**src/hqc_decap_pkg.sv**
```systemverilog
package hqc_decap_pkg;

    // u and v words, also the width of the encryption output bus
    parameter int WORD_W = 128;

    // d is a 512-bit hash held as 32-bit words
    parameter int D_W     = 32;
    parameter int D_DEPTH = 16;

    // message words sent to the encryption core
    parameter int M_W = 32;

    // hqc128 defaults, v always holds one word fewer than u
    parameter int U_DEPTH_DEF   = 139;
    parameter int MSG_BYTES_DEF = 16;

    // ciphertext field select, shared by host writes and encryption reads
    typedef enum logic [1:0] {
        CT_NONE = 2'd0,
        CT_D    = 2'd1,
        CT_U    = 2'd2,
        CT_V    = 2'd3
    } ct_field_t;

    typedef logic [WORD_W-1:0] word_t;
    typedef logic [D_W-1:0]    d_word_t;

endpackage

```
**src/reencrypt_check.sv**
```systemverilog
`timescale 1ns/1ps

module reencrypt_check (
    input  logic                     clk,
    input  logic                     rst,
    input  logic                     clear,
    input  logic                     cmp_en,
    input  hqc_decap_pkg::ct_field_t cmp_field,
    input  hqc_decap_pkg::word_t     stored_word,
    input  hqc_decap_pkg::word_t     enc_word,
    output logic                     mismatch
);

    import hqc_decap_pkg::*;

    logic      cmp_en_q;
    ct_field_t cmp_field_q;
    logic      word_diff;

    // line the enable up with data returning one cycle after the address
    always_ff @(posedge clk) begin
        if (rst) begin
            cmp_en_q    <= 1'b0;
            cmp_field_q <= CT_NONE;
        end else begin
            cmp_en_q    <= cmp_en;
            cmp_field_q <= cmp_field;
        end
    end

    // d words only carry D_W valid bits
    always_comb begin
        if (cmp_field_q == CT_D) begin
            word_diff = stored_word[D_W-1:0] != enc_word[D_W-1:0];
        end else begin
            word_diff = stored_word != enc_word;
        end
    end

    // sticky over the whole run, any differing word rejects
    always_ff @(posedge clk) begin
        if (rst || clear) begin
            mismatch <= 1'b0;
        end else if (cmp_en_q && word_diff) begin
            mismatch <= 1'b1;
        end
    end

endmodule

```
**config.mk**
```make
export PLATFORM = sky130hd
export DESIGN_NAME = reencrypt_check
export DESIGN_NICKNAME = d
export VERILOG_FILES = /design/src/hqc_decap_pkg.sv /design/src/reencrypt_check.sv
export SDC_FILE = /design/constraint.sdc
export NUM_CORES = 1
export LEC_CHECK = 0
export ABC_AREA = 1
export CAP_MARGIN = 10
export CORE_AREA = 2 2 101 103
export DETAILED_ROUTE_END_ITERATION = 10
export DIE_AREA = 0 0 103 105
export DONT_BUFFER_PORTS = 1
export GPL_TIMING_DRIVEN = 0
export PLACE_DENSITY = 0.34
export SETUP_SLACK_MARGIN = 0.15
export SYNTH_ARGS = -nofsm -noshare
export SYNTH_HDL_FRONTEND = slang
export SYNTH_SLANG_ARGS = --single-unit
```
**constraint.sdc**
```tcl
create_clock -name clk -period 2.5 [get_ports clk]
set_input_delay 0.125 -clock clk [delete_from_list [all_inputs] [get_ports clk]]
set_output_delay 0.125 -clock clk [all_outputs]
set_load 0.01 [all_outputs]
```
==> impl_metrics.toml <==
[layout]
fin_cells = 511
nets = 642
final_util_pct = 23.1
finalInstanceArea_sq_mm = 0.00223
area_growth_pct = 10.8
diodes = 0
drive_above_1_share_pct = 2.65

[timing]
timing.slew.headroom_pct = 88.4
slew_viol_final = 0
finalHoldViolations = 0
clock.fmax_mhz = 1050
fin_crit_sh_pct = 38.0
setup_violations = 0
rsz0062_at_grt = "false"
setup_tns_ns = 0
worstMarginPinSlew_ns = 0.173
fin_crit_ns = 0.949
skew_ns = 0.00366

[synthesis]
yosysUniqueCellTypes = 10
synth-simple-area-share_pct = 40.5
synth_area_sq_mm = 0.00201
syn_inst = 374
syn_nets = 636
syn_avg_cell_area_sq_um = 5.38
muxShareOfSynthArea_pct = 0
synth_top_family_by_area = "XOR/XNOR gates"
synth_seq_area_share_pct = 3.98
synth_compound_area_share_pct = 0.435
synth_xor_area_share_pct = 44.4
synth_fa_ha_area_share_pct = 0
yosysWarnings = 0
synth_seq_cells = 4

[critical_path]
required_ns = 2.61
crit_fanout = 1
worst_setup_path_end_kind = "register"
crit_arrival_ns = 1.06
crit_path_start_kind = "primary input"
path_class = "in -> reg"

[floorplan]
rows = 36
io_pins = 263
coreArea_sq_mm = 0.00964
fp.dieArea_sq_mm = 0.0108
dieHeight_um = 105
start_util_pct = 20.9
die_width_um = 103

[pwr]
total_power_uw = 469
vdd_drop_max_mv = 0.123
p_leak_nw = 0.983
p_per_area_mw_per_mm2 = 210

[clock_network]
htree_levels = 1
clk_latency_ns = 0.22
tritoncts = "built"
cts.sinks = 4
post-cts-setup-buffers = 0
clock-root-buffer = "clkbuf_8"
cts_buffer_depth = 2
path_clk_slew_ns = 0.03
numCtsBuffers = 3
hold_buffers = 1
cts_resized = 0

[drt]
drtAntennaViolNets = 0
via_count = 2007
drt-wirelength-per-cell_um = 10.6
firstDrtPassIters = 4
route.detailed.drc = 0
routed_wl_um = 5420
vias_per_cell = 3.93
first_iter_violations = 30

[run]
maxCapViolations = 0

[outcome]
status = "complete, no violations"

[place]
postPlaceCellArea_sq_mm = 0.00218
dpl.hpwl_um = 5300
place_inst = 507
portBuffers = 0
gp_congestion = 0.771

[global_route]
grt_usage_pct = 8.23
grt.overflow.total = 0
grt_pass1_vias = 1907
antenna_found_initial = 0
grt_pass1_wl_um = 7240
grt_start_max_net_pins = 4

[worst_hold_path]
hold_class = "in -> reg"
==> final timing paths <==
check                                     from        endpoint  slack, ns  cells past startpoint
worst max-delay path             enc_word[119]        mismatch       1.55                     10
worst min-delay path              cmp_field[0]  cmp_field_q[0]       0.02                      2
worst max register to register  cmp_field_q[1]        mismatch       1.79                      5
worst min register to register        cmp_en_q        mismatch       0.45                      2
==> layout by cell type (no fill, tap or decap) <==
master	count
a21oi_2	1
clkbuf_8	3
dfxtp_1	4
dlygate4sd3_1	1
inv_1	57
nand2_1	160
nand3_2	2
nand4_1	2
nor2_1	42
nor2_2	3
or2_2	1
xnor2_1	102
==> layer usage <==
metal / global-route usage, % / wire (um)
met1: 7.34 / 1730
met3: 1.61 / 640
met4: 1.13 / 39
met2: 18.1 / 3010
met5: 0 / 0
==> registers in the layout, indices dropped and copies added (netlist names) <==
| name | flops |
|---|---|
| cmp_en_q | 1 |
| cmp_field_q | 2 |
| mismatch | 1 |
==> metrics by stage <==
| stage | hold slack [ns] | worst slack, ns |
|---|---|---|
| floorplan | 0.196 | 1.49 |
| global placement | 0.203 | 1.26 |
| detailed placement | 0.201 | 1.25 |
| CTS | 0.0212 | 1.47 |
| global route | 0.0231 | 1.33 |
| finish | 0.0229 | 1.55 |
==> critical path, stage by stage <==
cell and delay, ns:
xnor2_1 0.17, nand2_1 0.07, nor2_1 0.10, nand2_1 0.06, nor2_1 0.09, nand2_1 0.07, nor2_1 0.16, nand3_2 0.10
nand3_2 0.07, a21oi_2 0.05
==> synth_stat cells <==
| library cell | instances | area [sq um] |
|---|---|---|
| or2_2 | 1 | 6.26 |
| nor2_2 | 3 | 18.8 |
| a21oi_2 | 1 | 8.76 |
| nand2_1 | 160 | 601 |
| inv_1 | 57 | 214 |
| dfxtp_1 | 4 | 80.1 |
| nor2_1 | 42 | 158 |
| xnor2_1 | 102 | 893 |
| nand4_1 | 2 | 12.5 |
| nand3_2 | 2 | 20.0 |
==> layout make-up <==
cell class                      instances  area [sq um]
Timing Repair Buffer                    1          10.0
Multi-Input combinational cell        313          1720
Fill cell                            1167          7410
Inverter                               57           214
Tap cell                              133           166
Clock buffer                            3          41.3
Sequential cell                         4          80.1
==> report_power, final <==
part	switching, mW	internal (mW)
clock	0.0312	0.102
combinational	0.103	0.163
sequential	0.00169	0.0675
==> cells by family after synthesis <==
logic type	after synthesis
buf+inv	57
simple gates	210
flops	4
compound gates	1
xor+xnor	102
Note: power is estimated with default switching activity, not from simulation.
