## src/hqc_decap_pkg.sv

```systemverilog
package hqc_decap_pkg;

    // u and v words, also the width of the encryption output bus
    parameter int WORD_W = 128;

    // d is a 512-bit hash held as 32-bit words
    parameter int D_W     = 32;
    parameter int D_DEPTH = 16;

    // message words sent to the encryption core
    parameter int M_W = 32;

    // hqc128 defaults, v always holds one word fewer than u
    parameter int U_DEPTH_DEF   = 139;
    parameter int MSG_BYTES_DEF = 16;

    // ciphertext field select, shared by host writes and encryption reads
    typedef enum logic [1:0] {
        CT_NONE = 2'd0,
        CT_D    = 2'd1,
        CT_U    = 2'd2,
        CT_V    = 2'd3
    } ct_field_t;

    typedef logic [WORD_W-1:0] word_t;
    typedef logic [D_W-1:0]    d_word_t;

endpackage

```

## src/msg_feeder.sv

```systemverilog
`timescale 1ns/1ps

module msg_feeder #(
    parameter int MSG_BYTES = hqc_decap_pkg::MSG_BYTES_DEF
) (
    input  logic                         clk,
    input  logic                         capture,
    input  logic                         shift,
    input  logic [MSG_BYTES*8-1:0]       dec_msg,
    output logic [hqc_decap_pkg::M_W-1:0] m_word
);

    import hqc_decap_pkg::*;

    localparam int MSG_W = MSG_BYTES * 8;

    logic [MSG_W-1:0] msg_rev;
    logic [MSG_W-1:0] msg_q;

    // byte 0 of the message lands in the top byte
    always_comb begin
        for (int j = 0; j < MSG_BYTES; j++) begin
            msg_rev[MSG_W-1-8*j -: 8] = dec_msg[8*j +: 8];
        end
    end

    always_ff @(posedge clk) begin
        if (capture) begin
            msg_q <= msg_rev;
        end else if (shift) begin
            msg_q <= msg_q << M_W;
        end
    end

    // current word is always the top of the register
    assign m_word = msg_q[MSG_W-1 -: M_W];

endmodule

```

## config.mk

```make
export PLATFORM = sky130hd
export DESIGN_NAME = msg_feeder
export DESIGN_NICKNAME = d
export VERILOG_FILES = /design/src/hqc_decap_pkg.sv /design/src/msg_feeder.sv
export SDC_FILE = /design/constraint.sdc
export NUM_CORES = 1
export LEC_CHECK = 0
export ABC_AREA = 1
export CAP_MARGIN = 20
export CORE_ASPECT_RATIO = 1.4
export CORE_MARGIN = 2
export CORE_UTILIZATION = 59
export CTS_BUF_LIST = sky130_fd_sc_hd__clkbuf_2 sky130_fd_sc_hd__clkbuf_4 sky130_fd_sc_hd__clkbuf_8
export CTS_CLUSTER_SIZE = 12
export DETAILED_ROUTE_END_ITERATION = 10
export DONT_BUFFER_PORTS = 1
export PLACE_DENSITY_LB_ADDON = 0.1
export SLEW_MARGIN = 20
export SYNTH_ARGS = -nofsm -noshare
export SYNTH_HDL_FRONTEND = slang
export SYNTH_SLANG_ARGS = --single-unit
```

## constraint.sdc

```tcl
create_clock -name clk -period 2.95 [get_ports clk]
set_clock_uncertainty 0.15 [all_clocks]
set_input_delay 0.4425 -clock clk [delete_from_list [all_inputs] [get_ports clk]]
set_output_delay 0.4425 -clock clk [all_outputs]
set_load 0.05 [all_outputs]
```

==> impl_metrics.tcl, run 1 <==
set metrics [dict create \
    cp-end-kind "output pin" \
    critPathArrivalTime_ps 1060 \
    syn-cell-area_um2 5530 \
    layout-drive-gt1-share_pct 6.58 \
    ant_nets 0 \
    number_of_flip_flops_under_the_largest_register_name 128 \
    grt_pass1_wl_um 13800 \
    gp_routability_congestion 0.787 \
    fp.dieW_um 85.8 \
    ys_seq_elements 128 \
    seq_area_frac_synth_pct 69.5 \
    synth_largest_type_area_fraction_pct 69.5 \
    post_cts.resized_instances 0 \
    finalInstanceArea_um2 5710 \
    floorplan.rows 41 \
    io_buffers 0 \
    vdd_drop_max_mv 0.399 \
    setup-tns-final_ps 0 \
    yosys-top-cells-area "edfxtp_1, nand2_1, buf_4" \
    async_reset_ff_share_pct 0 \
    grt_use_met1_pct 23.4 \
    initial_antenna_violation_count 0 \
    cts_num_sinks 128 \
    cp_max_fo 1 \
    fmaxAchievable_mhz 605 \
    dp.final_hpwl_um 5690 \
    boundaryPins 163 \
    grt_start_max_net_pins 131 \
    biggestRegsByFlops "msg_q (128)" \
    die_area_um2 10200 \
    route.detailed.vias_per_inst 4.91 \
    clkLatencyLatePin_ps 420 \
    p_per_cell_area_nw_per_um2 682 \
    grt_setup_unrepaired "no" \
    htree_levels 4 \
    critPathRequiredTime_ps 2360 \
    placed_area_um2 5380 \
    postSynth.topFlopCell "edfxtp_1" \
    globalRouteTotalUtil_pct 17.8 \
    drv.max_cap_violation_count 0 \
    drt-pass1-iter-count 8 \
    design_power_total_mw 3.90 \
    fin_nets 636 \
    wl_per_cell_um 13.4 \
    violated_checks "design-rule violations" \
    first_global_vias 2934 \
    syn_nets 669 \
    route.vias.total 3062 \
    wirelength_um 8350 \
    cellLeakagePower_nw 2.72 \
    timing.final.max_slew_violations 0 \
    synth.most_common_cell "nand2_1" \
    outcome "finished, violations left" \
    distinct_cell_type_count_after_synthesis 8 \
    syn2layout_area_growth_pct 3.35 \
    hold_violation_total_from_the_final_report 0 \
    core_um2 9080 \
    start_util_pct 60.9 \
    postSynthAreaPerCell_um2 10.3 \
    reg2reg_setup_slack_ps 2040 \
    global_route.usage.met3_pct 6.28 \
    fin_crit_ps 1650 \
    post_cts_buffers 0 \
    share_of_the_clock_period_used_by_the_worst_path_after_layout_pct 56.0 \
    category_of_the_critical_setup_timing_path "flop to output pin" \
    synthCells 538 \
    worstMarginPinSlew_ps 687 \
    post-route-drc-count 13 \
    tritoncts "yes" \
    top_usage_layer "met2" \
    cts_buffers 17 \
    synth-edff-count 128 \
    clock_transition_time_at_the_flip_flop_clock_pins_of_the_worst_setup_and_hold_paths_ps 70 \
    drt_iter0_drc 181 \
    grt_use_met2_pct 25.9 \
    ys.warnings.count 0 \
    die_span_y_um 119 \
    synth.top_cells.by_count "nand2_1, edfxtp_1, buf_4, inv_1, buf_2" \
    setup_viol_count_final 0 \
    min_path_type "primary input to flop" \
    cts_hold_repair.buffers 0 \
    ctsLongestPathBuffers 2 \
    netlist.top_cell.by_area "edfxtp_1" \
    grt-ovfl-total 0 \
    top_register "msg_q" \
    antenna-diode-count 0 \
    master_cell_of_the_clock_root_buffer "clkbuf_8" \
    maxSlewHeadroom_pct 54.1 \
    start_kind "flop" \
]
cells in the final DEF, fill, tap and decap left out, types with 3 or more instances in the layout:
cell type    n
edfxtp_1   128
clkbuf_8    17
clkinv_1     3
nand2_1    320
clkinv_2     6
inv_1       32
clkbuf_4     4
buf_12       3
logic make-up after synthesis:
family	share of synthesized area, %
AND/OR/NAND/NOR	21.8
buffers and inverters	8.64
flip-flops	69.5
layer usage:
layer  vias to the layer above  routed length (um)
met4                         0                 248
met5                         -                   0
met2                       138                3850
met3                        18                 668
met1                      1307                3590
li1                       1599                   -
per-stage QoR:
step	cells	util [%]	setup WS [ps]	hold slack (ps)
5_1_grt	624	62.9	1240	17.3
2_1_floorplan	538	-	161	337
3_5_place_dp	593	59.2	1120	347
4_1_cts	624	62.9	1260	14.6
3_3_place_gp	593	59.2	1180	343
6_report	624	62.9	1300	44.9
layout make-up:
class	instances	area, um^2
clock inverters	10	71.3
repair buffers	4	67.6
inverters	33	124
well taps	107	134
flip-flops and latches	128	3840
fillers	747	3370
multi-input cells	321	1210
clock buffers	21	264
worst paths after layout:
kind,depth (start not counted),to,startpoint
max,0,m_word[13],msg_q[109]
min,2,msg_q[27],dec_msg[99]
max reg2reg,2,msg_q[90],msg_q[58]
min reg2reg,2,msg_q[114],msg_q[82]
where the power goes:
part / total [mW] / switching [mW] / internal [mW]
combinational: 0.204 / 0.132 / 0.0727
clock: 1.26 / 0.586 / 0.678
sequential: 2.43 / 0.208 / 2.22
Power figures use the tool's default switching activity.
==> run 2: changes to the inputs <==
Clock period 2.95 ns to 1.4 ns, I/O delays scaled along.
==> run 2 against run 1 <==
The run now fails in clock tree synthesis. Area after synthesis did not move. Synthesized cell count did not move.
==> impl_metrics.tcl, run 2 <==
set metrics [dict create \
    outcome "aborted with a tool error" \
    failed_stage "clock tree synthesis" \
    stop_error "[ERROR RSZ-0060] Max buffer count reached." \
    dp.final_hpwl_um 5610 \
    synth_fa_ha_area_share_pct 0 \
    synth.most_common_cell "nand2_1" \
    die_span_y_um 119 \
    io_buffers 0 \
    synth-edff-count 128 \
    synthCells 538 \
    start_util_pct 60.9 \
    cts_num_sinks 128 \
    ctsLongestPathBuffers 2 \
    distinct_cell_type_count_after_synthesis 8 \
    post_cts_buffers 0 \
    async_reset_ff_share_pct 0 \
    synthSimpleGateAreaFrac_pct 21.8 \
    dominant_combinational_cell_family_by_area_after_synthesis "simple AND/OR/NAND/NOR gates" \
    syn-cell-area_um2 5530 \
    synth-xor-area-share_pct 0 \
    master_cell_of_the_clock_root_buffer "clkbuf_8" \
    fp.dieW_um 85.8 \
    postSynthAreaPerCell_um2 10.3 \
    htree_levels 4 \
    cts_buffers 17 \
    post_cts.resized_instances 0 \
    postSynth.topFlopCell "edfxtp_1" \
    muxShareOfSynthArea_pct 0 \
    seq_area_frac_synth_pct 69.5 \
    netlist.top_cell.by_area "edfxtp_1" \
    synth.top_cells.by_count "nand2_1, edfxtp_1, buf_4, inv_1, buf_2" \
    synth_largest_type_area_fraction_pct 69.5 \
    ys.warnings.count 0 \
    gp_routability_congestion 0.864 \
    yosys-top-cells-area "edfxtp_1, nand2_1, buf_4" \
    cts_hold_repair.buffers 126 \
    ys_seq_elements 128 \
    floorplan.rows 41 \
    synth_compound_area_share_pct 0 \
    boundaryPins 163 \
    syn_nets 669 \
]
[run 2: cell counts after synthesis]
No cell type changed its count.
[run 2: through the flow]
| stage | cell area [um^2] | worst slack, ps | TNS, ps | std cells | hold slack, ps |
|---|---|---|---|---|---|
| after detailed placement | 5400 | 200 | 0 | 594 | 237 |
| after floorplan | 5540 | -433 | -55460 | 538 | 233 |
| after global placement | 5400 | 205 | 0 | 594 | 236 |
[run 2: kinds of logic after synthesis]
| family | count (synthesis) |
|---|---|
| and+or+nand+nor | 321 |
| DFF | 128 |
| buffers and inverters | 89 |
==> run 3: changes to the inputs <==
Settings changed: CORE_ASPECT_RATIO 1.4 to default, CORE_UTILIZATION 59 to 40, CTS_BUF_LIST sky130_fd_sc_hd__clkbuf_2 sky130_fd_sc_hd__clkbuf_4 sky130_fd_sc_hd__clkbuf_8 to default, CTS_CLUSTER_SIZE 12 to default, PLACE_DENSITY_LB_ADDON 0.1 to 0.15.
Clock period 1.4 ns to 1.8 ns, I/O delays scaled along.
==> run 3 against run 2 <==
The run again fails in clock tree synthesis. Synthesized cell count unchanged. Area after synthesis unchanged.
==> impl_metrics.tcl, run 3 <==
set metrics [dict create \
    ys_seq_elements 128 \
    ys.warnings.count 0 \
    dp.final_hpwl_um 7020 \
    start_util_pct 41.4 \
    seq_area_frac_synth_pct 69.5 \
    synth.most_common_cell "nand2_1" \
    cts_hold_repair.buffers 140 \
    postSynth.topFlopCell "edfxtp_1" \
    distinct_cell_type_count_after_synthesis 8 \
    synth-edff-count 128 \
    failed_stage "clock tree synthesis" \
    io_buffers 0 \
    netlist.top_cell.by_area "edfxtp_1" \
    synth_largest_type_area_fraction_pct 69.5 \
    cts_num_sinks 128 \
    outcome "aborted with a tool error" \
    cts_buffers 17 \
    synthCells 538 \
    boundaryPins 163 \
    floorplan.rows 42 \
    yosys-top-cells-area "edfxtp_1, nand2_1, buf_4" \
    postSynthAreaPerCell_um2 10.3 \
    place.detailed.instances 664 \
    gp_routability_congestion 0.814 \
    synth.top_cells.by_count "nand2_1, edfxtp_1, buf_4, inv_1, buf_2" \
    ctsLongestPathBuffers 2 \
    post_cts.resized_instances 0 \
    post_cts_buffers 0 \
    async_reset_ff_share_pct 0 \
    stop_error "[ERROR RSZ-0060] Max buffer count reached." \
    die_span_y_um 122 \
    syn-cell-area_um2 5530 \
    fp.dieW_um 122 \
    syn_nets 669 \
    master_cell_of_the_clock_root_buffer "clkbuf_16" \
    htree_levels 4 \
]
==> run 3: cell counts after synthesis <==
No cell type changed its count.
==> run 3: kinds of logic after synthesis <==
logic type | count (synthesis) | synth area share [%]
simple gates | 321 | 21.8
buf+inv | 89 | 8.64
flops | 128 | 69.5
==> run 3: through the flow <==
stage	util [%]	instance area, um^2	worst slack [ps]
floorplan	-	5540	-93.3
global placement	41.2	5490	461
detailed placement	41.2	5490	443
