<file path="config.mk">
export PLATFORM = sky130hd
export DESIGN_NAME = decap_sequencer
export DESIGN_NICKNAME = d
export VERILOG_FILES = /design/src/hqc_decap_pkg.sv /design/src/decap_sequencer.sv
export SDC_FILE = /design/constraint.sdc
export NUM_CORES = 1
export LEC_CHECK = 0
export BUFFER_PORTS_ARGS = -buffer_cell sky130_fd_sc_hd__buf_2
export CAP_MARGIN = 10
export CORE_MARGIN = 3
export CORE_UTILIZATION = 46
export CTS_CLUSTER_DIAMETER = 30
export CTS_CLUSTER_SIZE = 14
export DETAILED_ROUTE_END_ITERATION = 12
export MAX_ROUTING_LAYER = met4
export PLACE_DENSITY = 0.75
export REMOVE_ABC_BUFFERS = 1
export SETUP_SLACK_MARGIN = 0.5
export SYNTH_ARGS = -nofsm -noshare
export SYNTH_HDL_FRONTEND = slang
export SYNTH_SLANG_ARGS = --single-unit
</file>
<file path="constraint.sdc">
create_clock -name clk -period 2.04 [get_ports clk]
set_clock_uncertainty 0.15 [all_clocks]
set_input_delay 0.408 -clock clk [delete_from_list [all_inputs] [get_ports clk]]
set_output_delay 0.408 -clock clk [all_outputs]
set_load 0.1 [all_outputs]
</file>
<file path="src/hqc_decap_pkg.sv">
package hqc_decap_pkg;

    // u and v words, also the width of the encryption output bus
    parameter int WORD_W = 128;

    // d is a 512-bit hash held as 32-bit words
    parameter int D_W     = 32;
    parameter int D_DEPTH = 16;

    // message words sent to the encryption core
    parameter int M_W = 32;

    // hqc128 defaults, v always holds one word fewer than u
    parameter int U_DEPTH_DEF   = 139;
    parameter int MSG_BYTES_DEF = 16;

    // ciphertext field select, shared by host writes and encryption reads
    typedef enum logic [1:0] {
        CT_NONE = 2'd0,
        CT_D    = 2'd1,
        CT_U    = 2'd2,
        CT_V    = 2'd3
    } ct_field_t;

    typedef logic [WORD_W-1:0] word_t;
    typedef logic [D_W-1:0]    d_word_t;

endpackage

</file>
<file path="src/decap_sequencer.sv">
`timescale 1ns/1ps

module decap_sequencer #(
    parameter int U_DEPTH   = hqc_decap_pkg::U_DEPTH_DEF,
    parameter int MSG_BYTES = hqc_decap_pkg::MSG_BYTES_DEF,
    localparam int M_WORDS  = MSG_BYTES / 4,
    localparam int M_AW     = (M_WORDS > 1) ? $clog2(M_WORDS) : 1,
    localparam int A_W      = $clog2(U_DEPTH)
) (
    input  logic                     clk,
    input  logic                     rst,
    input  logic                     start,
    input  logic                     dec_done,
    input  logic                     enc_done,
    output logic                     dec_start,
    output logic                     capture,
    output logic                     shift,
    output logic                     enc_m_wen,
    output logic [M_AW-1:0]          enc_m_addr,
    output logic                     enc_start,
    output logic                     enc_out_en,
    output hqc_decap_pkg::ct_field_t rd_sel,
    output logic [A_W-1:0]           rd_addr,
    output logic                     cmp_en,
    output hqc_decap_pkg::ct_field_t cmp_field,
    output logic                     clear,
    output logic                     done
);

    import hqc_decap_pkg::*;

    // the shared counter must reach the longest phase
    localparam int CNT_N = (U_DEPTH > M_WORDS) ? U_DEPTH : M_WORDS;
    localparam int CNT_W = $clog2((CNT_N > D_DEPTH) ? CNT_N : D_DEPTH);

    localparam logic [CNT_W-1:0] M_LAST = CNT_W'(M_WORDS - 1);
    localparam logic [CNT_W-1:0] U_LAST = CNT_W'(U_DEPTH - 1);
    localparam logic [CNT_W-1:0] V_LAST = CNT_W'(U_DEPTH - 2);
    localparam logic [CNT_W-1:0] D_LAST = CNT_W'(D_DEPTH - 1);

    typedef enum logic [2:0] {
        S_IDLE,
        S_WAIT_DEC,
        S_FEED,
        S_WAIT_ENC,
        S_CMP_U,
        S_CMP_V,
        S_CMP_D,
        S_DRAIN
    } state_t;

    state_t           state;
    logic [CNT_W-1:0] cnt;

    always_ff @(posedge clk) begin
        if (rst) begin
            state     <= S_IDLE;
            cnt       <= '0;
            dec_start <= 1'b0;
            done      <= 1'b0;
        end else begin
            dec_start <= 1'b0;
            done      <= 1'b0;
            case (state)
                S_IDLE: begin
                    cnt <= '0;
                    if (start) begin
                        dec_start <= 1'b1;
                        state     <= S_WAIT_DEC;
                    end
                end
                S_WAIT_DEC: begin
                    if (dec_done) begin
                        state <= S_FEED;
                    end
                end
                S_FEED: begin
                    if (cnt == M_LAST) begin
                        cnt   <= '0;
                        state <= S_WAIT_ENC;
                    end else begin
                        cnt <= cnt + 1'b1;
                    end
                end
                S_WAIT_ENC: begin
                    if (enc_done) begin
                        state <= S_CMP_U;
                    end
                end
                S_CMP_U: begin
                    if (cnt == U_LAST) begin
                        cnt   <= '0;
                        state <= S_CMP_V;
                    end else begin
                        cnt <= cnt + 1'b1;
                    end
                end
                S_CMP_V: begin
                    if (cnt == V_LAST) begin
                        cnt   <= '0;
                        state <= S_CMP_D;
                    end else begin
                        cnt <= cnt + 1'b1;
                    end
                end
                S_CMP_D: begin
                    if (cnt == D_LAST) begin
                        cnt   <= '0;
                        state <= S_DRAIN;
                    end else begin
                        cnt <= cnt + 1'b1;
                    end
                end
                // last d word is compared here, the flag settles for done
                S_DRAIN: begin
                    done  <= 1'b1;
                    state <= S_IDLE;
                end
                default: begin
                    state <= S_IDLE;
                end
            endcase
        end
    end

    assign clear   = (state == S_IDLE) && start;
    assign capture = (state == S_WAIT_DEC) && dec_done;

    // one message word per feed cycle
    assign enc_m_wen  = state == S_FEED;
    assign shift      = enc_m_wen;
    assign enc_m_addr = cnt[M_AW-1:0];
    assign enc_start  = enc_m_wen && (cnt == M_LAST);

    always_comb begin
        case (state)
            S_CMP_U: rd_sel = CT_U;
            S_CMP_V: rd_sel = CT_V;
            S_CMP_D: rd_sel = CT_D;
            default: rd_sel = CT_NONE;
        endcase
    end

    // encryption core and ciphertext RAMs are read with the same address
    assign rd_addr    = cnt[A_W-1:0];
    assign enc_out_en = rd_sel != CT_NONE;
    assign cmp_en     = enc_out_en;
    assign cmp_field  = rd_sel;

endmodule

</file>
==> qor.log, run 1 <==
qor: cts.cts-root-buf sky130_fd_sc_hd__clkbuf_4
qor: logic_synthesis.post_synth_num_cell_types 44
qor: run_status.status did not finish
qor: cts.tritoncts_num_sinks 13
qor: logic_synthesis.synthDominantCellAreaShare 26.7%
qor: logic_synthesis.synth_seq_cells 13
qor: floorplan.initial_utilization 49.1%
qor: logic_synthesis.ys.warnings.count 0
qor: logic_synthesis.post_synth_instance_area 973 sq um
qor: logic_synthesis.synthArstFlopShare 0%
qor: cts.post_cts_hold_buffer_count 0
qor: floorplan.io-pin-count 28
qor: logic_synthesis.post_synth.cell_area_avg 8.46 sq um
qor: floorplan.vert_die_dim 52 microns
qor: timing.grt-worst-endpoint enc_start
qor: logic_synthesis.portion_of_the_post_synthesis_area_used_by_sequential_elements 26.7%
qor: run_status.first-error [ERROR DPL-0033] detailed placement checks failed during check placement.
qor: placed_design.placedCellCount 177
qor: timing.worst-endpoint-pin-kind top-level output
qor: cts.h-tree-depth 1
qor: logic_synthesis.synthesis.instances 115
qor: cts.ctsLongestPathBuffers 2
qor: logic_synthesis.synthDominantAreaCellType sky130_fd_sc_hd__dfxtp_1
qor: logic_synthesis.synth_flop_cell sky130_fd_sc_hd__dfxtp_1
qor: placed_design.hpwlAfterDp 1950 microns
qor: floorplan.die-width 52 microns
qor: logic_synthesis.synth-edff-count 0
qor: grt.antenna_found_initial 0
qor: placed_design.detailed_place.area 0.00135 sq mm
qor: run_status.stop_stage 5_1_grt
qor: logic_synthesis.synth.area.top_cells sky130_fd_sc_hd__dfxtp_1 (27%), sky130_fd_sc_hd__buf_4 (5.4%), sky130_fd_sc_hd__nand2_1 (5.4%)
qor: placed_design.placement.io_buffers 27
qor: grt.largest_net_degree_at_the_start_of_global_routing 16
qor: placed_design.gp_routability_congestion 0.872
qor: floorplan.fp-row-count 16
qor: cts.numCtsBuffers 3
==> synthesized netlist by cell type, types with 2 or more instances <==
cell type and count:
sky130_fd_sc_hd__nand2_1 14, sky130_fd_sc_hd__dfxtp_1 13, sky130_fd_sc_hd__nor2_1 8, sky130_fd_sc_hd__buf_4 7
sky130_fd_sc_hd__inv_1 6, sky130_fd_sc_hd__o21ai_1 6, sky130_fd_sc_hd__a21oi_1 5, sky130_fd_sc_hd__nand3_1 5
sky130_fd_sc_hd__buf_6 4, sky130_fd_sc_hd__or3_1 4, sky130_fd_sc_hd__ha_1 3, sky130_fd_sc_hd__a21boi_0 2
sky130_fd_sc_hd__and3_1 2, sky130_fd_sc_hd__mux2i_1 2, sky130_fd_sc_hd__nand4_1 2, sky130_fd_sc_hd__nor4b_1 2
sky130_fd_sc_hd__o311ai_4 2, sky130_fd_sc_hd__xnor2_1 2
==> cell families after synthesis <==
logic type,synth area share (%)
AO/OA/AOI/OAI,24.6
XOR/XNOR,2.70
adder cells (fa/ha/maj),3.86
buffers and inverters,14.5
AND/OR/NAND/NOR,25.6
flip-flops,26.7
multiplexers,2.06
==> repair_timing <==
item / in CTS
setup endpoints to repair: 34
cloned: 0
pin swaps: 9
resized for setup: 78
buffers inserted: 14
==> through the flow <==
step | util, % | worst slack (ps)
2_1_floorplan | - | -4320
3_3_place_gp | 67.9 | -295
3_5_place_dp | 67.9 | -369
4_1_cts | 89.9 | -578
==> run 2, diff against run 1 <==
==> config.mk (replaced) <==
export PLATFORM = sky130hd
export DESIGN_NAME = decap_sequencer
export DESIGN_NICKNAME = d
export VERILOG_FILES = /design/src/hqc_decap_pkg.sv /design/src/decap_sequencer.sv
export SDC_FILE = /design/constraint.sdc
export NUM_CORES = 1
export LEC_CHECK = 0
export BUFFER_PORTS_ARGS = -buffer_cell sky130_fd_sc_hd__buf_2
export CAP_MARGIN = 10
export CORE_AREA = 3 3 64 66
export DETAILED_ROUTE_END_ITERATION = 12
export DIE_AREA = 0 0 67 69
export PLACE_DENSITY_LB_ADDON = 0.15
export REMOVE_ABC_BUFFERS = 1
export SYNTH_ARGS = -nofsm -noshare
export SYNTH_HDL_FRONTEND = slang
export SYNTH_SLANG_ARGS = --single-unit
==> constraint.sdc (replaced) <==
create_clock -name clk -period 2.7 [get_ports clk]
set_clock_uncertainty 0.15 [all_clocks]
set_input_delay 0.54 -clock clk [delete_from_list [all_inputs] [get_ports clk]]
set_output_delay 0.54 -clock clk [all_outputs]
set_load 0.1 [all_outputs]
==> run 2 against run 1 <==
Against the previous run:
- the flow now finishes without violations
- area after synthesis did not move
- synthesized cell count unchanged
==> qor.log, run 2 <==
qor: run_status.status complete, no violations
qor: logic_synthesis.post_synth_num_cell_types 44
qor: logic_synthesis.post_synth_instance_area 973 sq um
qor: timing.slew_headroom 63.8%
qor: final_layout.leading_cell_type_in_the_layout_fill_and_taps_excluded sky130_fd_sc_hd__buf_2
qor: logic_synthesis.synth_flop_cell sky130_fd_sc_hd__dfxtp_1
qor: worst_hold_path.worstHoldPathType reg -> reg
qor: floorplan.io-pin-count 28
qor: cts.numCtsBuffers 3
qor: logic_synthesis.most_used_standard_cell_by_instance_count_after_synthesis sky130_fd_sc_hd__nand2_1
qor: job.max_cap_violations 0
qor: grt.grt_use_total 11.9%
qor: placed_design.placedCellCount 186
qor: final_layout.layout.cells.most_common_list sky130_fd_sc_hd__buf_2 (26), sky130_fd_sc_hd__nand2_1 (14), sky130_fd_sc_hd__dfxtp_1 (10)
qor: setup_path.timing.critical_path.fanout_max 2
qor: timing.final.hold.worst_slack 358 ps
qor: timing.final-hold-violation-count 0
qor: timing.max_freq 376 MHz
qor: logic_synthesis.synthArstFlopShare 0%
qor: timing.final.min_clock_period 2660 ps
qor: setup_path.worstSetupEndpointType output port
qor: timing.final_min_period_over_clock_period 98.6%
qor: setup_path.startpoint_type register
qor: floorplan.fp.coreArea 0.00363 sq mm
qor: cts.clk_pin_slew_worst_paths 60 ps
qor: placed_design.detailed_place.area 0.00113 sq mm
qor: grt.global_route.overflow_total 0
qor: cts.clk_latency 250 ps
qor: logic_synthesis.synth-edff-count 0
qor: timing.unrepaired_setup_endpoints_after_global_routing true
qor: routing.route.vias.total 919
qor: placed_design.hpwlAfterDp 2000 microns
qor: setup_path.worstSetupPathType reg -> out
qor: floorplan.initial_utilization 26.8%
qor: final_layout.fraction_of_final_layout_cells_sized_beyond_drive_strength_1 37.8%
qor: cts.tritoncts_num_sinks 13
qor: setup_path.critical_path_data_arrival_time 1970 ps
qor: floorplan.fp-row-count 22
qor: logic_synthesis.synthDominantCellAreaShare 26.7%
qor: final_layout.area_delta_synth_final 25.8%
qor: routing.routed_wire_length_per_instance 13.4 microns
qor: power_and_ir_drop.design_power_total 0.963 mW
qor: timing.slew_of_the_pin_with_the_lowest_slew_margin 542 ps
qor: power_and_ir_drop.worst_ir_drop_vdd 0.000386 V
qor: floorplan.floorplan.die_area 0.00462 sq mm
qor: routing.vias_per_cell 4.81
qor: timing.report.final.slew_viol_count 0
qor: cts.ctsLongestPathBuffers 2
qor: final_layout.final_cell_count_no_fill 191
qor: logic_synthesis.synth_top_cells_by_count sky130_fd_sc_hd__nand2_1 (14), sky130_fd_sc_hd__dfxtp_1 (13), sky130_fd_sc_hd__nor2_1 (8)
qor: logic_synthesis.synthesis.instances 115
qor: final_layout.largest_reg_flops 8
qor: logic_synthesis.post_synth.cell_area_avg 8.46 sq um
qor: power_and_ir_drop.power_density 786 mW/mm^2
qor: power_and_ir_drop.power.leakage 0.509 nW
qor: final_layout.n_antenna_cell 0
qor: cts.h-tree-depth 1
qor: routing.final_antenna_net_count 0
qor: final_layout.final_net_count 152
qor: grt.antenna_found_initial 0
qor: cts.post_cts_hold_buffer_count 0
qor: timing.setup_viol 0
qor: routing.count_of_tritonroute_iterations_in_the_first_routing_pass 4
qor: routing.dr.first_iter.drc_count 22
qor: placed_design.gp_routability_congestion 0.707
qor: setup_path.worst_ep_required_time 2010 ps
qor: routing.drc 0
qor: logic_synthesis.portion_of_the_post_synthesis_area_used_by_sequential_elements 26.7%
qor: grt.grt_pass1_wl 4280 microns
qor: grt.number_of_global_route_vias_before_repair 874
qor: logic_synthesis.synth_seq_cells 13
qor: placed_design.placement.io_buffers 27
qor: logic_synthesis.synth.area.top_cells sky130_fd_sc_hd__dfxtp_1 (27%), sky130_fd_sc_hd__buf_4 (5.4%), sky130_fd_sc_hd__nand2_1 (5.4%)
qor: cts.cts-root-buf sky130_fd_sc_hd__clkbuf_8
qor: final_layout.final_core_utilization 33.7%
qor: logic_synthesis.ys.warnings.count 0
qor: grt.largest_net_degree_at_the_start_of_global_routing 12
qor: floorplan.die-width 67 microns
qor: logic_synthesis.synthDominantAreaCellType sky130_fd_sc_hd__dfxtp_1
qor: cts.tritoncts done
qor: routing.drt-total-wl 2570 microns
qor: floorplan.vert_die_dim 69 microns
qor: final_layout.final_cell_area 0.00122 sq mm
==> run 2: area by class of cell <==
cell class,count,area [sq um]
clock buffer,4,45.0
fill,403,2410
tap,48,60.1
inverter,8,30.0
sequential,13,264
timing repair buffer,36,218
multi-input combinational,82,608
==> run 2: critical path: stages (launching register included) <==
cell and delay (ps):
sky130_fd_sc_hd__dfxtp_1 310, sky130_fd_sc_hd__or4_4 540, sky130_fd_sc_hd__or3_4 360, sky130_fd_sc_hd__nor4b_4 200, sky130_fd_sc_hd__buf_4 150, sky130_fd_sc_hd__buf_12 160
==> run 2: metrics by stage <==
step | setup WS [ps] | setup TNS (ps)
2_1_floorplan | -3790 | -27430
3_3_place_gp | 185 | 0
3_5_place_dp | 198 | 0
4_1_cts | 11.5 | 0
5_1_grt | -30.2 | -30.2
6_report | 39.0 | 0
==> run 2: report_power, final <==
group	internal, mW	switching, mW	leakage, nW
registers	0.213	0.0380	0.107
logic	0.123	0.408	0.379
clock network	0.105	0.0764	0.0228
==> run 2: cells by family after synthesis <==
group	share of synthesized area, %
flops	26.7
simple gates	25.6
compound gates	24.6
buf+inv	14.5
mux	2.06
xor+xnor	2.70
fa+ha+maj	3.86
==> run 2: per-layer routing <==
| metal | vias up | track usage, % | part of all wire, % |
|---|---|---|---|
| met5 | - | 0 | 0 |
| met4 | 0 | 3.38 | 1.4 |
| met3 | 5 | 2.77 | 4.4 |
| met2 | 18 | 18.9 | 48 |
| met1 | 430 | 15.8 | 47 |
| li1 | 466 | - | - |
==> run 2: final timing paths <==
kind | to | startpoint | depth (start not counted) | slack [ps]
worst max-delay path | enc_start | rd_addr[5]$_SDFFE_PP0P_ | 5 | 40
worst min-delay path | rd_addr[6]$_SDFFE_PP0P_ | rd_addr[6]$_SDFFE_PP0P_ | 2 | 360
worst max register to register | state[0]$_SDFFE_PP0P_ | rd_addr[4]$_SDFFE_PP0P_ | 6 | 480
worst min register to register | rd_addr[6]$_SDFFE_PP0P_ | rd_addr[6]$_SDFFE_PP0P_ | 2 | 360
==> run 2: what timing repair did <==
action | 4_1_cts | 5_1_grt
pin swaps | 1 | 2
gates resized for setup | 2 | 7
buffers inserted | 1 | 0
setup endpoints to repair | 1 | 1
hold endpoints to repair | 0 | 0
(Power assumes the default switching activity.)
==> run 3, diff against run 2 <==
--- a/config.mk
+++ b/config.mk
@@ -8,6 +8,7 @@
 export BUFFER_PORTS_ARGS = -buffer_cell sky130_fd_sc_hd__buf_2
 export CAP_MARGIN = 10
 export CORE_AREA = 3 3 64 66
+export CTS_BUF_LIST = sky130_fd_sc_hd__clkbuf_4
 export DETAILED_ROUTE_END_ITERATION = 12
 export DIE_AREA = 0 0 67 69
 export PLACE_DENSITY_LB_ADDON = 0.15
==> run 3 against run 2 <==
Against the previous run:
- critical endpoint unchanged
- sequential power shrank 2%
- via count decreased by 0.11%
- critical path depth stayed put
- worst hold slack better by 4.1 ps
- combinational power about the same
- design area fell by 1.8%
- die area unchanged
- worst setup slack worse by 23 ps
- wire length fell by 1.1%
- critical path type unchanged
- maximum frequency shrank 0.87%
==> qor.log, run 3 (same netlist as run 2, synthesis figures left out) <==
qor: final_layout.multi_input_comb_area 596 sq um
qor: cts.h-tree-depth 1
qor: placed_design.hpwlAfterDp 2000 microns
qor: timing.final.hold.worst_slack 362 ps
qor: power_and_ir_drop.seqPwrFrac 27.1%
qor: final_layout.leading_cell_type_in_the_layout_fill_and_taps_excluded sky130_fd_sc_hd__buf_2
qor: setup_path.worst_ep_required_time 2010 ps
qor: cts.tritoncts_num_sinks 13
qor: job.max_cap_violations 0
qor: grt.antenna_found_initial 0
qor: final_layout.fraction_of_final_layout_cells_sized_beyond_drive_strength_1 36.8%
qor: floorplan.fp.coreArea 0.00363 sq mm
qor: setup_path.timing.critical_path.fanout_max 2
qor: routing.routed_wire_length_per_instance 13.2 microns
qor: placed_design.placement.io_buffers 27
qor: setup_path.critical_path_data_arrival_time 1990 ps
qor: power_and_ir_drop.power_density 757 mW/mm^2
qor: cts.numCtsBuffers 3
qor: run_status.status complete, no violations
qor: routing.drc 0
qor: grt.number_of_global_route_vias_before_repair 880
qor: setup_path.length_in_cells_of_the_worst_reg_to_reg_path 6
qor: cts.ctsLongestPathBuffers 2
qor: timing.slew_of_the_pin_with_the_lowest_slew_margin 503 ps
qor: floorplan.floorplan.die_area 0.00462 sq mm
qor: floorplan.io-pin-count 28
qor: power_and_ir_drop.p_sw 0.510 mW
qor: cts.clk_pin_slew_worst_paths 80 ps
qor: routing.drt-total-wl 2540 microns
qor: timing.setup_viol 0
qor: timing.report.final.slew_viol_count 0
qor: routing.dr.first_iter.drc_count 30
qor: final_layout.final_cell_count_no_fill 192
qor: placed_design.placedCellCount 186
qor: timing.slew_headroom 66.4%
qor: timing.max_freq 373 MHz
qor: power_and_ir_drop.power.leakage 0.504 nW
qor: setup_path.worstSetupPathType reg -> out
qor: cts.post_cts_hold_buffer_count 0
qor: final_layout.n_antenna_cell 0
qor: routing.final_antenna_net_count 0
qor: grt.global_route.overflow_total 0
qor: power_and_ir_drop.worst_ir_drop_vdd 0.000477 V
qor: power_and_ir_drop.comb_power_share 58.3%
qor: setup_path.startpoint_type register
qor: placed_design.gp_routability_congestion 0.707
qor: worst_hold_path.worstHoldPathType reg -> reg
qor: grt.largest_net_degree_at_the_start_of_global_routing 12
qor: final_layout.fill_cells 404
qor: power_and_ir_drop.clock_power_share 14.6%
qor: final_layout.final_cell_area 0.00120 sq mm
qor: timing.final.setup.tns 0 ps
qor: worst_hold_path.instance_count_along_the_most_critical_hold_path 2
qor: cts.clk_latency 270 ps
qor: placed_design.detailed_place.area 0.00113 sq mm
qor: final_layout.seqCellArea 262 sq um
qor: power_and_ir_drop.cell_internal_pwr 0.400 mW
qor: setup_path.worstSetupEndpointType output port
qor: floorplan.vert_die_dim 69 microns
qor: timing.final.min_clock_period 2680 ps
qor: final_layout.final_net_count 153
qor: cts.cts-root-buf sky130_fd_sc_hd__clkbuf_4
qor: floorplan.fp-row-count 22
qor: routing.route.vias.total 918
qor: cts.tritoncts done
qor: final_layout.layout.cells.most_common_list sky130_fd_sc_hd__buf_2 (26), sky130_fd_sc_hd__nand2_1 (14), sky130_fd_sc_hd__dfxtp_1 (12)
qor: floorplan.initial_utilization 26.8%
qor: routing.vias_per_cell 4.78
qor: floorplan.die-width 67 microns
qor: final_layout.largest_reg_flops 8
qor: timing.final_min_period_over_clock_period 99.4%
qor: timing.final-hold-violation-count 0
qor: final_layout.area_delta_synth_final 23.5%
qor: grt.grt_pass1_wl 4260 microns
qor: grt.grt_use_total 11.8%
qor: routing.count_of_tritonroute_iterations_in_the_first_routing_pass 4
qor: power_and_ir_drop.power.share.switching 56.0%
qor: timing.unrepaired_setup_endpoints_after_global_routing true
==> run 3: cell types whose count changed in the layout (fill, tap and decap cells not counted) <==
cell                       previous run  this run
sky130_fd_sc_hd__dfxtp_2              3         1
sky130_fd_sc_hd__or2b_4               1         0
sky130_fd_sc_hd__or2b_1               0         1
sky130_fd_sc_hd__clkbuf_1             1         0
sky130_fd_sc_hd__dfxtp_1             10        12
sky130_fd_sc_hd__clkbuf_4             0         4
sky130_fd_sc_hd__buf_4                9        10
sky130_fd_sc_hd__clkbuf_8             3         0
sky130_fd_sc_hd__nor4b_2              0         1
sky130_fd_sc_hd__nor4b_4              1         0
==> run 3: final cells by class <==
cell class | instances | share of cell area [%]
Multi-Input combinational cell | 82 | 49.5
Sequential cell | 13 | 21.7
Timing Repair Buffer | 37 | 18.7
Tap cell | 48 | 4.99
Clock buffer | 4 | 2.50
Inverter | 8 | 2.50
==> run 3: metal layers <==
metal / up-vias / global-route usage (%) / wire, microns
li1: 465 / - / -
met5: - / 0 / 0
met2: 19 / 18.9 / 1250
met3: 2 / 2.28 / 117
met1: 432 / 15.8 / 1160
met4: 0 / 3.38 / 18
==> run 3: path summary, 6_finish.rpt <==
| kind | from | to | slack (ps) |
|---|---|---|---|
| max reg2reg | rd_addr[4]$_SDFFE_PP0P_ | state[0]$_SDFFE_PP0P_ | 480 |
| min | rd_addr[6]$_SDFFE_PP0P_ | rd_addr[6]$_SDFFE_PP0P_ | 360 |
| max | rd_addr[5]$_SDFFE_PP0P_ | enc_start | 20 |
| min reg2reg | rd_addr[6]$_SDFFE_PP0P_ | rd_addr[6]$_SDFFE_PP0P_ | 360 |
==> run 3: worst max-delay path, stage by stage, from the launching register on <==
cell                      delay (ps)
sky130_fd_sc_hd__dfxtp_1         320
sky130_fd_sc_hd__or4_4           540
sky130_fd_sc_hd__or3_4           350
sky130_fd_sc_hd__nor4b_2         210
sky130_fd_sc_hd__buf_4           150
sky130_fd_sc_hd__buf_12          160
==> run 3: through the flow <==
| step | total power, mW | util, % | setup WS [ps] |
|---|---|---|---|
| 6_report | 0.911 | 33.1 | 15.6 |
| 5_1_grt | 0.970 | 33.1 | -66.4 |
| 4_1_cts | 0.915 | 32.8 | 18.1 |
| 3_5_place_dp | 0.778 | 31.2 | 198 |
| 3_3_place_gp | 0.778 | 31.2 | 185 |
| 2_1_floorplan | 0.669 | - | -3790 |
==> run 3: power groups by stage <==
stage	logic [mW]	clock network (mW)	registers, mW
global route	0.567	0.150	0.252
global placement	0.530	0	0.248
finish	0.531	0.133	0.246
floorplan	0.311	0	0.359
detailed placement	0.531	0	0.247
CTS	0.533	0.138	0.244
==> run 3: repair_timing <==
action                                  in CTS  in global routing
endpoints found under the setup margin       1                  1
gates cloned                                 0                  0
resized for setup                            3                  2
pin swaps                                    2                  0
buffers inserted                             2                  0
==> run 4, diff against run 3 <==
--- a/config.mk
+++ b/config.mk
@@ -11,7 +11,7 @@
 export CTS_BUF_LIST = sky130_fd_sc_hd__clkbuf_4
 export DETAILED_ROUTE_END_ITERATION = 12
 export DIE_AREA = 0 0 67 69
-export PLACE_DENSITY_LB_ADDON = 0.15
+export PLACE_DENSITY_LB_ADDON = 0.05
 export REMOVE_ABC_BUFFERS = 1
 export SYNTH_ARGS = -nofsm -noshare
 export SYNTH_HDL_FRONTEND = slang
==> run 4 against run 3 <==
Against the previous run:
- the run now ends with setup timing left
- worst hold slack got worse by 3.1 ps
- first-iteration DRC count increased by 73%
- maximum frequency decreased by 0.71%
- total power increased by 0.59%
- sequential share of layout area increased by 0.37 points
- largest cell class unchanged
- largest power group unchanged
- highest routed layer unchanged
==> qor.log, run 4 (same netlist as run 2, synthesis figures left out) <==
qor: final_layout.fill_cells 416
qor: cts.h-tree-depth 1
qor: worst_hold_path.worstHoldPathType reg -> reg
qor: setup_path.cpMaxStageDelayCell sky130_fd_sc_hd__or4_4
qor: cts.numCtsBuffers 3
qor: final_layout.final_cell_count_no_fill 190
qor: final_layout.largest_reg_flops 8
qor: routing.count_of_tritonroute_iterations_in_the_first_routing_pass 4
qor: grt.largest_net_degree_at_the_start_of_global_routing 17
qor: grt.global_route.overflow_total 0
qor: setup_path.critical_path_data_arrival_time 2010 ps
qor: placed_design.hpwlAfterDp 2010 microns
qor: power_and_ir_drop.power.leakage 0.500 nW
qor: final_layout.area_delta_synth_final 23.8%
qor: setup_path.startpoint_type register
qor: floorplan.die-width 67 microns
qor: final_layout.layout.cells.most_common_list sky130_fd_sc_hd__buf_2 (26), sky130_fd_sc_hd__nand2_1 (14), sky130_fd_sc_hd__nor2_1 (8), sky130_fd_sc_hd__dfxtp_1 (8), sky130_fd_sc_hd__buf_4 (8)
qor: setup_path.worstSetupEndpointType output port
qor: cts.clk_latency 280 ps
qor: routing.drt-total-wl 2590 microns
qor: setup_path.max_stage_delay 550 ps
qor: grt.grt_pass1_wl 4280 microns
qor: timing.setup_viol 1
qor: cts.post_cts_hold_buffer_count 0
qor: timing.finalWorstSetupSlack -3.51 ps
qor: setup_path.timing.critical_path.fanout_max 2
qor: final_layout.final_net_count 151
qor: placed_design.placedCellCount 185
qor: routing.drc 0
qor: final_layout.n_antenna_cell 0
qor: timing.max_freq 370 MHz
qor: floorplan.initial_utilization 26.8%
qor: run_status.violated_checks setup timing
qor: routing.route.vias.total 896
qor: setup_path.cp_num_buf_inv 2
qor: final_layout.fraction_of_final_layout_cells_sized_beyond_drive_strength_1 39.4%
qor: floorplan.floorplan.die_area 0.00462 sq mm
qor: routing.final_antenna_net_count 0
qor: grt.number_of_global_route_vias_before_repair 843
qor: timing.final_min_period_over_clock_period 100%
qor: cts.clk_pin_slew_worst_paths 80 ps
qor: cts.tritoncts_num_sinks 13
qor: routing.vias_per_cell 4.72
qor: cts.cts-root-buf sky130_fd_sc_hd__clkbuf_4
qor: timing.unrepaired_setup_endpoints_after_global_routing true
qor: run_status.status complete, but fails checks
qor: timing.slew_headroom 67.7%
qor: power_and_ir_drop.power_density 760 mW/mm^2
qor: placed_design.gp_routability_congestion 0.772
qor: cts.ctsLongestPathBuffers 2
qor: setup_path.worst_ep_required_time 2010 ps
qor: timing.report.final.slew_viol_count 0
qor: power_and_ir_drop.design_power_total 0.916 mW
qor: routing.routed_wire_length_per_instance 13.6 microns
qor: job.max_cap_violations 0
qor: final_layout.leading_cell_type_in_the_layout_fill_and_taps_excluded sky130_fd_sc_hd__buf_2
qor: floorplan.io-pin-count 28
qor: grt.antenna_found_initial 0
qor: floorplan.fp.coreArea 0.00363 sq mm
qor: final_layout.final_core_utilization 33.2%
qor: floorplan.vert_die_dim 69 microns
qor: timing.final.hold.worst_slack 359 ps
qor: timing.slew_of_the_pin_with_the_lowest_slew_margin 488 ps
qor: grt.grt_use_total 11.7%
qor: setup_path.worst_path_dominant_cell_family simple AND/OR/NAND/NOR gates
qor: setup_path.worstSetupPathType reg -> out
qor: placed_design.placement.io_buffers 27
qor: floorplan.fp-row-count 22
qor: setup_path.timing.critical_path.cells or4_4, or3_4, nor4b_4, buf_4, buf_12
qor: power_and_ir_drop.worst_ir_drop_vdd 0.000379 V
qor: routing.dr.first_iter.drc_count 52
qor: timing.final-hold-violation-count 0
qor: cts.tritoncts done
qor: timing.final.min_clock_period 2700 ps
[run 4: per-stage QoR]
step	setup WS, ps	setup TNS [ps]	instance area (sq um)
6_report	-3.51	-3.51	1200
5_1_grt	-59.2	-59.2	1200
4_1_cts	-59.1	-59.1	1170
3_5_place_dp	143	0	1120
3_3_place_gp	185	0	1120
2_1_floorplan	-3790	-27430	862
[run 4: cell type report]
class	count	area (sq um)	area share [%]
repair buffers	35	210	17.4
multi-input cells	82	608	50.5
well taps	48	60.1	4.98
inverters	8	30.0	2.49
flip-flops and latches	13	267	22.1
clock buffers	4	30.0	2.49
[run 4: report_power, final]
| part | internal [mW] | switching [mW] | leakage (nW) |
|---|---|---|---|
| clock | 0.0673 | 0.0664 | 0.0184 |
| sequential | 0.213 | 0.0211 | 0.108 |
| combinational | 0.124 | 0.425 | 0.374 |
| total | 0.403 | 0.512 | 0.500 |
[run 4: tightest hold or removal path: cells and delay by family, from the launching register on]
family / cells / cell delay, ps
compound gates: 1 / 60
buf+inv: 1 / 70
flops: 1 / 350
[run 4: timing repair]
action	in CTS	in global routing
gates resized for setup	3	8
endpoints found under the setup margin	1	1
pin swaps	1	2
gates cloned	0	0
buffers inserted	1	0
[run 4: metal layers]
layer / global-route usage [%] / up-vias / wire (microns)
met5: 0 / - / 0
met4: 4.05 / 0 / 19
met3: 1.95 / 2 / 92
met2: 17.5 / 16 / 1220
met1: 16.8 / 417 / 1260
li1: - / 461 / -
[run 4: final timing paths]
| kind | start | to | slack, ps | cells past startpoint |
|---|---|---|---|---|
| worst max-delay path | rd_addr[4]$_SDFFE_PP0P_ | enc_start | -4 | 5 |
| worst min-delay path | rd_addr[6]$_SDFFE_PP0P_ | rd_addr[6]$_SDFFE_PP0P_ | 360 | 2 |
| worst max register to register | rd_addr[4]$_SDFFE_PP0P_ | state[1]$_SDFFE_PP0P_ | 490 | 6 |
| worst min register to register | rd_addr[6]$_SDFFE_PP0P_ | rd_addr[6]$_SDFFE_PP0P_ | 360 | 2 |
